File: src/design/wbPkg.sv
// shared widths and limits for the first-layer writeback path
// five terms of 19 bits fit in 22 bits without overflow
`default_nettype none

package wbPkg;

    // signed partial sum from one processing element
    typedef logic signed [18:0] PartialSum_t;

    // total of NumTerms partial sums
    typedef logic signed [21:0] ChannelSum_t;

    // saturated output feature value
    typedef logic signed [7:0] Pixel_t;

    // one BRAM word, eight pixels, first pixel in the top byte
    typedef logic [63:0] BramWord_t;

    // BRAM word address, wraps at 12 bits
    typedef logic [11:0] BramAddr_t;

    localparam int NumTerms = 5;     // partial sums per lane
    localparam int BytesPerWord = 8; // pixels per BRAM word

    // saturation limits of a signed byte
    localparam int PixelMax = 127;
    localparam int PixelMin = -128;

endpackage

`default_nettype wire

File: src/design/sumSaturate.sv
// one lane: adds NumTerms partial sums, shifts right by Shift, clamps to a signed byte
// output registered one cycle after sumValid, new sum accepted every cycle
`timescale 1ns/1ps
`default_nettype none

module sumSaturate #(
    parameter int unsigned Shift = 9
) (
    input  logic                                          clk,
    input  logic                                          rst,
    input  logic                                          sumValid,
    input  wbPkg::PartialSum_t [wbPkg::NumTerms-1:0]      sums,
    output wbPkg::Pixel_t                                 pixel,
    output logic                                          pixelValid
);

    wbPkg::ChannelSum_t total;
    wbPkg::ChannelSum_t shifted;
    wbPkg::Pixel_t      clamped;

    // sign-extend every term before adding
    always_comb begin
        total = '0;
        for (int i = 0; i < wbPkg::NumTerms; i++) begin
            total = total + wbPkg::ChannelSum_t'(sums[i]);
        end
    end

    assign shifted = total >>> Shift; // floor division by 2^Shift

    always_comb begin
        if (shifted > wbPkg::ChannelSum_t'(wbPkg::PixelMax)) begin
            clamped = wbPkg::Pixel_t'(wbPkg::PixelMax);
        end else if (shifted < wbPkg::ChannelSum_t'(wbPkg::PixelMin)) begin
            clamped = wbPkg::Pixel_t'(wbPkg::PixelMin);
        end else begin
            clamped = shifted[7:0]; // already in byte range
        end
    end

    always_ff @(posedge clk or negedge rst) begin
        if (!rst) begin
            pixelValid <= 1'b0;
        end else begin
            pixelValid <= sumValid;
        end
    end

    // pixel only meaningful with pixelValid
    always_ff @(posedge clk) begin
        if (sumValid) begin
            pixel <= clamped;
        end
    end

endmodule

`default_nettype wire

File: src/design/wordPacker.sv
// packs eight pixels per lane MSB-first into 64-bit words, lanes share one byte position
// pixelValid of lane A qualifies both lanes; low wbEnable drops a partial word
`timescale 1ns/1ps
`default_nettype none

module wordPacker (
    input  logic             clk,
    input  logic             rst,
    input  logic             wbEnable,
    input  logic             pixelValid,
    input  wbPkg::Pixel_t    pixelA,
    input  wbPkg::Pixel_t    pixelB,
    output wbPkg::BramWord_t wordA,
    output wbPkg::BramWord_t wordB,
    output logic             wordValid
);

    localparam int PosW = $clog2(wbPkg::BytesPerWord);
    localparam logic [PosW-1:0] LastPos = PosW'(wbPkg::BytesPerWord - 1);

    logic [PosW-1:0]  bytePos;   // count of pixels gathered so far
    wbPkg::BramWord_t accA;
    wbPkg::BramWord_t accB;
    wbPkg::BramWord_t nextA;
    wbPkg::BramWord_t nextB;
    logic             accept;

    // k-th pixel goes to byte 7-k
    function automatic wbPkg::BramWord_t placeByte(
        input wbPkg::BramWord_t word,
        input logic [PosW-1:0]  pos,
        input wbPkg::Pixel_t    px
    );
        wbPkg::BramWord_t w;
        w = word;
        w[(LastPos - pos) * 8 +: 8] = px;
        return w;
    endfunction

    assign accept = pixelValid && wbEnable;
    assign nextA  = placeByte(accA, bytePos, pixelA);
    assign nextB  = placeByte(accB, bytePos, pixelB);

    always_ff @(posedge clk or negedge rst) begin
        if (!rst) begin
            bytePos   <= '0;
            accA      <= '0;
            accB      <= '0;
            wordValid <= 1'b0;
        end else begin
            wordValid <= 1'b0;
            if (!wbEnable) begin
                bytePos <= '0; // partial word discarded
                accA    <= '0;
                accB    <= '0;
            end else if (accept) begin
                if (bytePos == LastPos) begin
                    bytePos   <= '0;
                    accA      <= '0;
                    accB      <= '0;
                    wordValid <= 1'b1;
                end else begin
                    bytePos <= bytePos + 1'b1;
                    accA    <= nextA;
                    accB    <= nextB;
                end
            end
        end
    end

    // finished words, valid with wordValid
    always_ff @(posedge clk) begin
        if (accept && bytePos == LastPos) begin
            wordA <= nextA;
            wordB <= nextB;
        end
    end

endmodule

`default_nettype wire

File: src/design/bramAddrGen.sv
// forms both lane addresses from rowBase + wordIndex and registers the BRAM write
// nextRow must not coincide with wordValid; addresses wrap at 12 bits
`timescale 1ns/1ps
`default_nettype none

module bramAddrGen #(
    parameter wbPkg::BramAddr_t BankOffset = 128,
    parameter wbPkg::BramAddr_t RowStride  = 128
) (
    input  logic             clk,
    input  logic             rst,
    input  logic             wordValid,
    input  wbPkg::BramWord_t wordA,
    input  wbPkg::BramWord_t wordB,
    input  logic             nextRow,
    output logic             bramWe,
    output wbPkg::BramAddr_t bramAddrA,
    output wbPkg::BramAddr_t bramAddrB,
    output wbPkg::BramWord_t bramDinA,
    output wbPkg::BramWord_t bramDinB
);

    wbPkg::BramAddr_t rowBase;   // first word of the current row
    wbPkg::BramAddr_t wordIndex; // words written in this row
    wbPkg::BramAddr_t laneAddr;

    assign laneAddr = rowBase + wordIndex;

    // address registers
    always_ff @(posedge clk or negedge rst) begin
        if (!rst) begin
            rowBase   <= '0;
            wordIndex <= '0;
        end else begin
            if (nextRow) begin
                rowBase   <= rowBase + RowStride;
                wordIndex <= '0;
            end else if (wordValid) begin
                wordIndex <= wordIndex + 1'b1;
            end
        end
    end

    // registered write port toward the BRAM
    always_ff @(posedge clk or negedge rst) begin
        if (!rst) begin
            bramWe    <= 1'b0;
            bramAddrA <= '0;
            bramAddrB <= '0;
            bramDinA  <= '0;
            bramDinB  <= '0;
        end else begin
            bramWe <= wordValid; // one cycle per word
            if (wordValid) begin
                bramAddrA <= laneAddr;
                bramAddrB <= laneAddr + BankOffset; // lane B bank
                bramDinA  <= wordA;
                bramDinB  <= wordB;
            end
        end
    end

endmodule

`default_nettype wire

File: src/design/featureWriteback.sv
// first-layer writeback: two saturating lanes, word packer and BRAM address generator
// no back-pressure, BRAM write lands 3 cycles after the eighth accepted sumValid
`timescale 1ns/1ps
`default_nettype none

module featureWriteback #(
    parameter int unsigned      Shift      = 9,
    parameter wbPkg::BramAddr_t BankOffset = 128,
    parameter wbPkg::BramAddr_t RowStride  = 128
) (
    input  logic                                     clk,
    input  logic                                     rst,
    input  logic                                     sumValid,
    input  wbPkg::PartialSum_t [wbPkg::NumTerms-1:0] sumsA,
    input  wbPkg::PartialSum_t [wbPkg::NumTerms-1:0] sumsB,
    input  logic                                     wbEnable,
    input  logic                                     nextRow,
    output logic                                     bramWe,
    output wbPkg::BramAddr_t                         bramAddrA,
    output wbPkg::BramAddr_t                         bramAddrB,
    output wbPkg::BramWord_t                         bramDinA,
    output wbPkg::BramWord_t                         bramDinB
);

    wbPkg::Pixel_t    pixelA;
    wbPkg::Pixel_t    pixelB;
    logic             pixelValid;
    wbPkg::BramWord_t wordA;
    wbPkg::BramWord_t wordB;
    logic             wordValid;

    sumSaturate #(
        .Shift(Shift)
    ) laneA (
        .clk       (clk),
        .rst       (rst),
        .sumValid  (sumValid),
        .sums      (sumsA),
        .pixel     (pixelA),
        .pixelValid(pixelValid)
    );

    // strobes in step with lane A, its valid is not needed
    sumSaturate #(
        .Shift(Shift)
    ) laneB (
        .clk       (clk),
        .rst       (rst),
        .sumValid  (sumValid),
        .sums      (sumsB),
        .pixel     (pixelB),
        .pixelValid()
    );

    wordPacker packer (
        .clk       (clk),
        .rst       (rst),
        .wbEnable  (wbEnable),
        .pixelValid(pixelValid),
        .pixelA    (pixelA),
        .pixelB    (pixelB),
        .wordA     (wordA),
        .wordB     (wordB),
        .wordValid (wordValid)
    );

    bramAddrGen #(
        .BankOffset(BankOffset),
        .RowStride (RowStride)
    ) addrGen (
        .clk      (clk),
        .rst      (rst),
        .wordValid(wordValid),
        .wordA    (wordA),
        .wordB    (wordB),
        .nextRow  (nextRow),
        .bramWe   (bramWe),
        .bramAddrA(bramAddrA),
        .bramAddrB(bramAddrB),
        .bramDinA (bramDinA),
        .bramDinB (bramDinB)
    );

endmodule

`default_nettype wire

File: config.mk
export PLATFORM = sky130hd
export DESIGN_NAME = featureWriteback
export DESIGN_NICKNAME = d
export VERILOG_FILES = /design/src/design/wbPkg.sv /design/src/design/sumSaturate.sv /design/src/design/wordPacker.sv /design/src/design/bramAddrGen.sv /design/src/design/featureWriteback.sv
export SDC_FILE = /design/constraint.sdc
export NUM_CORES = 1
export LEC_CHECK = 0
export BUFFER_PORTS_ARGS = -buffer_cell sky130_fd_sc_hd__buf_2
export CAP_MARGIN = 20
export CORE_ASPECT_RATIO = 0.6
export CORE_MARGIN = 2
export CORE_UTILIZATION = 30
export DETAILED_ROUTE_END_ITERATION = 8
export PLACE_DENSITY = 0.47
export SLEW_MARGIN = 20
export SYNTH_ARGS = -nofsm -noshare
export SYNTH_HDL_FRONTEND = slang
export SYNTH_SLANG_ARGS = --single-unit
File: constraint.sdc
create_clock -name clk -period 5.81 [get_ports clk]
set_input_delay 0.2905 -clock clk [delete_from_list [all_inputs] [get_ports clk]]
set_output_delay 0.2905 -clock clk [all_outputs]
set_load 0.005 [all_outputs]
==> results.yml <==
job:
  drv_cap: 0
sta:
  hold_ws_ns: 0.0899
  fin_crit_ns: 5.39
  relSlewSlack: 0.301
  worstMarginPinSlew_ns: 1.05
  timing.final.max_slew_violations: 0
  setup-violations-final: 0
  fin_skew_ns: 0.0302
  fmax_mhz: 185
  rsz0062_at_grt: "false"
  fin_crit_sh: 0.928
  hold_viol: 0
logic_synthesis:
  synth_xor_area_frac: 0.0312
  avgSynthCellArea_sq_um: 13.8
  synth_top_family_by_area: "multiplexers"
  ys_top_cells_by_area: "dfrtp_1 (34%), edfxtp_1 (20%), mux2_2 (13%), fa_1 (7.4%), a22o_1 (5.2%)"
  syn_nets: 1953
  synthSimpleGateAreaFrac: 0.0482
  muxShareOfSynthArea: 0.128
  syn_inst: 1590
  synth_area_sq_mm: 0.0219
  synth_compound_area_frac: 0.105
  synth_cell_types: 67
  yosysMostFrequentCell: "dfrtp_1"
  synth_warnings: 0
  synth_edf_count: 144
  ys_seq_area_frac: 0.536
  synth_top_cell_area_share: 0.339
  synth_flop_cell: "dfrtp_1"
  yosys.area.top_type: "dfrtp_1"
  synth-seq-cells: 440
  synthAdderAreaFrac: 0.124
  async_reset_ff_frac: 0.673
  synthTopCellsByCount: "dfrtp_1 (296), mux2_2 (245), edfxtp_1 (144)"
setup_path:
  crit_path_start_kind: "primary input"
  crit_top_cell: "buf_4"
  crit_type: "primary input to flop"
  arrival_ns: 5.71
  cp_slowest_cell: "fa_1"
  worst_ep_required_time_ns: 6.12
  slowest_delay_ns: 0.53
  cp-end-kind: "flop"
  cp_max_fo: 7
final_layout:
  drive_gt1_frac: 0.373
  regArea_sq_mm: 0.0117
  final_nets: 2314
  nFillCells: 6978
  multi_input_area_sq_mm: 0.00959
  syn_to_final_growth_pct: 21.3
detailed_routing:
  drtAntennaViolNets: 0
  routed_wl_um: 54100
  vias_per_cell: 4.67
  drt_iter0_drc: 666
  via_count: 13870
  wl_per_cell_um: 18.2
  drtPass1Iterations: 5
  drc_errors: 0
clocking:
  cts-root-buf: "clkbuf_16"
  cts.sinks: 440
  cts_buffers: 47
  clock_latency_ns: 0.58
  cts_tree: "yes"
  ctsHtreeMaxLevel: 2
  postCtsSetupBuffers: 0
  path_clk_slew_ns: 0.06
  clk_path_buf_depth: 3
placed_design:
  io_buffer_count: 347
  gp_congestion: 0.783
  dp_hpwl_um: 37200
floorplan:
  rows: 76
  dieArea_sq_mm: 0.0752
  die_h_um: 213
  initial_core_util: 0.304
  die_w_um: 353
  fp.coreArea_sq_mm: 0.0720
  ios: 348
power:
  finalPower_mw: 9.97
  powerDensity_mw_per_mm2: 376
  max-vdd-ir-drop_mv: 0.202
  p_leak_nw: 12.5
outcome:
  status: "finished clean"
global_routing:
  grt_pass1_vias: 14500
  grt_max_degree: 116
  antenna_found_initial: 3
  grt_pass1_wl_um: 85600
  grt_use_total: 0.145
  gr-total-overflow: 0
min_path:
  min_path_type: "primary input to flop"
## cells by family after synthesis
kind of cell | after synthesis
mux | 249
buf+inv | 149
compound gates | 297
fa+ha+maj | 168
simple gates | 209
flops | 440
xor+xnor | 78
## power by group
part	leakage, nW	switching, mW	internal [mW]	total, mW
registers	5.36	0.328	3.43	3.76
logic	6.36	1.66	1.46	3.12
clock network	0.781	1.26	1.83	3.09
## repair_timing
action / 4_1_cts / 5_1_grt
setup endpoints to repair: 0 / 1
endpoints found under the hold margin: 109 / 0
resized for setup: 0 / 1
hold buffers: 2 / 0
## sequential cells by signal, indices dropped and copies added, names as in the netlist, 3 cells and up
| name | count |
|---|---|
| addrGen.rowBase | 5 |
| addrGen.bramDinB | 64 |
| addrGen.wordIndex | 12 |
| addrGen.bramAddrB | 5 |
| packer.accA | 64 |
| packer.wordB | 64 |
| packer.bytePos | 3 |
| laneB.pixel | 8 |
| laneA.pixel | 8 |
| addrGen.bramDinA | 64 |
| addrGen.bramAddrA | 12 |
| packer.wordA | 64 |
| packer.accB | 64 |
## worst max-delay path, delay by kind of cell
| family | cells | cell delay, ns |
|---|---|---|
| AOI/OAI and AO/OA | 9 | 1.37 |
| xor gates and xnor gates | 2 | 0.29 |
| and+or+nand+nor | 6 | 1.30 |
| adders and majority gates | 4 | 1.58 |
| buffers and inverters | 8 | 0.88 |
## cell type report
class / instances / share of cell area
antenna: 2 / 0.000189
clock buffer: 65 / 0.0503
clock inverter: 23 / 0.00961
inverter: 73 / 0.0103
multi-input combinational: 1001 / 0.361
sequential: 440 / 0.442
tap: 975 / 0.0460
timing repair buffer: 388 / 0.0802
## per-stage QoR
stage / setup WS, ns / util / TNS, ns / std cells / area (sq um)
2_1_floorplan: 0.355 / - / 0 / 1590 / 21900
6_report: 0.418 / 0.369 / 0 / 2967 / 26500
5_1_grt: 0.0415 / 0.369 / 0 / 2965 / 26500
3_5_place_dp: -0.164 / 0.346 / -1.32 / 2874 / 24900
3_3_place_gp: -0.0334 / 0.346 / -0.0334 / 2874 / 24900
4_1_cts: 0.454 / 0.368 / 0 / 2964 / 26500
## worst paths after layout
path | startpoint | endpoint | slack [ns] | depth (start not counted)
worst max register to register | packer.bytePos[0] | packer.accA[23] | 2.42 | 6
worst max-delay path | sumsA[1] | laneA.pixel[1] | 0.42 | 29
worst min-delay path | nextRow | addrGen.wordIndex[3] | 0.09 | 2
max in group asynchronous | rst | addrGen.bramDinB[54] | 3.96 | 3
worst min register to register | packer.wordA[20] | addrGen.bramDinA[20] | 0.47 | 1
min in group asynchronous | rst | addrGen.bramDinA[43] | 0.36 | 2
## layout by cell type, fill, tap and decap left out, types with 11 or more instances in the layout
| cell | synthesis | final |
|---|---|---|
| a21o_1 | 23 | 23 |
| a21oi_1 | 49 | 49 |
| a22o_1 | 129 | 129 |
| buf_2 | 1 | 346 |
| buf_4 | 7 | 34 |
| clkbuf_1 | 67 | 11 |
| clkbuf_16 | 0 | 49 |
| dfrtp_1 | 296 | 295 |
| edfxtp_1 | 144 | 144 |
| fa_1 | 81 | 81 |
| ha_1 | 87 | 87 |
| inv_1 | 73 | 73 |
| mux2_2 | 245 | 245 |
| nand2_1 | 56 | 56 |
| nand2b_1 | 22 | 22 |
| nand3_1 | 22 | 22 |
| nor2_1 | 45 | 44 |
| o21ai_0 | 40 | 40 |
| xnor2_1 | 44 | 44 |
| xor2_1 | 34 | 34 |
## routing by layer
| layer | global-route usage | wire (um) | vias to the layer above |
|---|---|---|---|
| met3 | 0.0280 | 2620 | 58 |
| met4 | 0.0311 | 833 | 2 |
| met5 | 0 | 13 | - |
| li1 | - | - | 6492 |
| met2 | 0.224 | 24300 | 294 |
| met1 | 0.212 | 26400 | 7024 |
(Power assumes the default switching activity.)
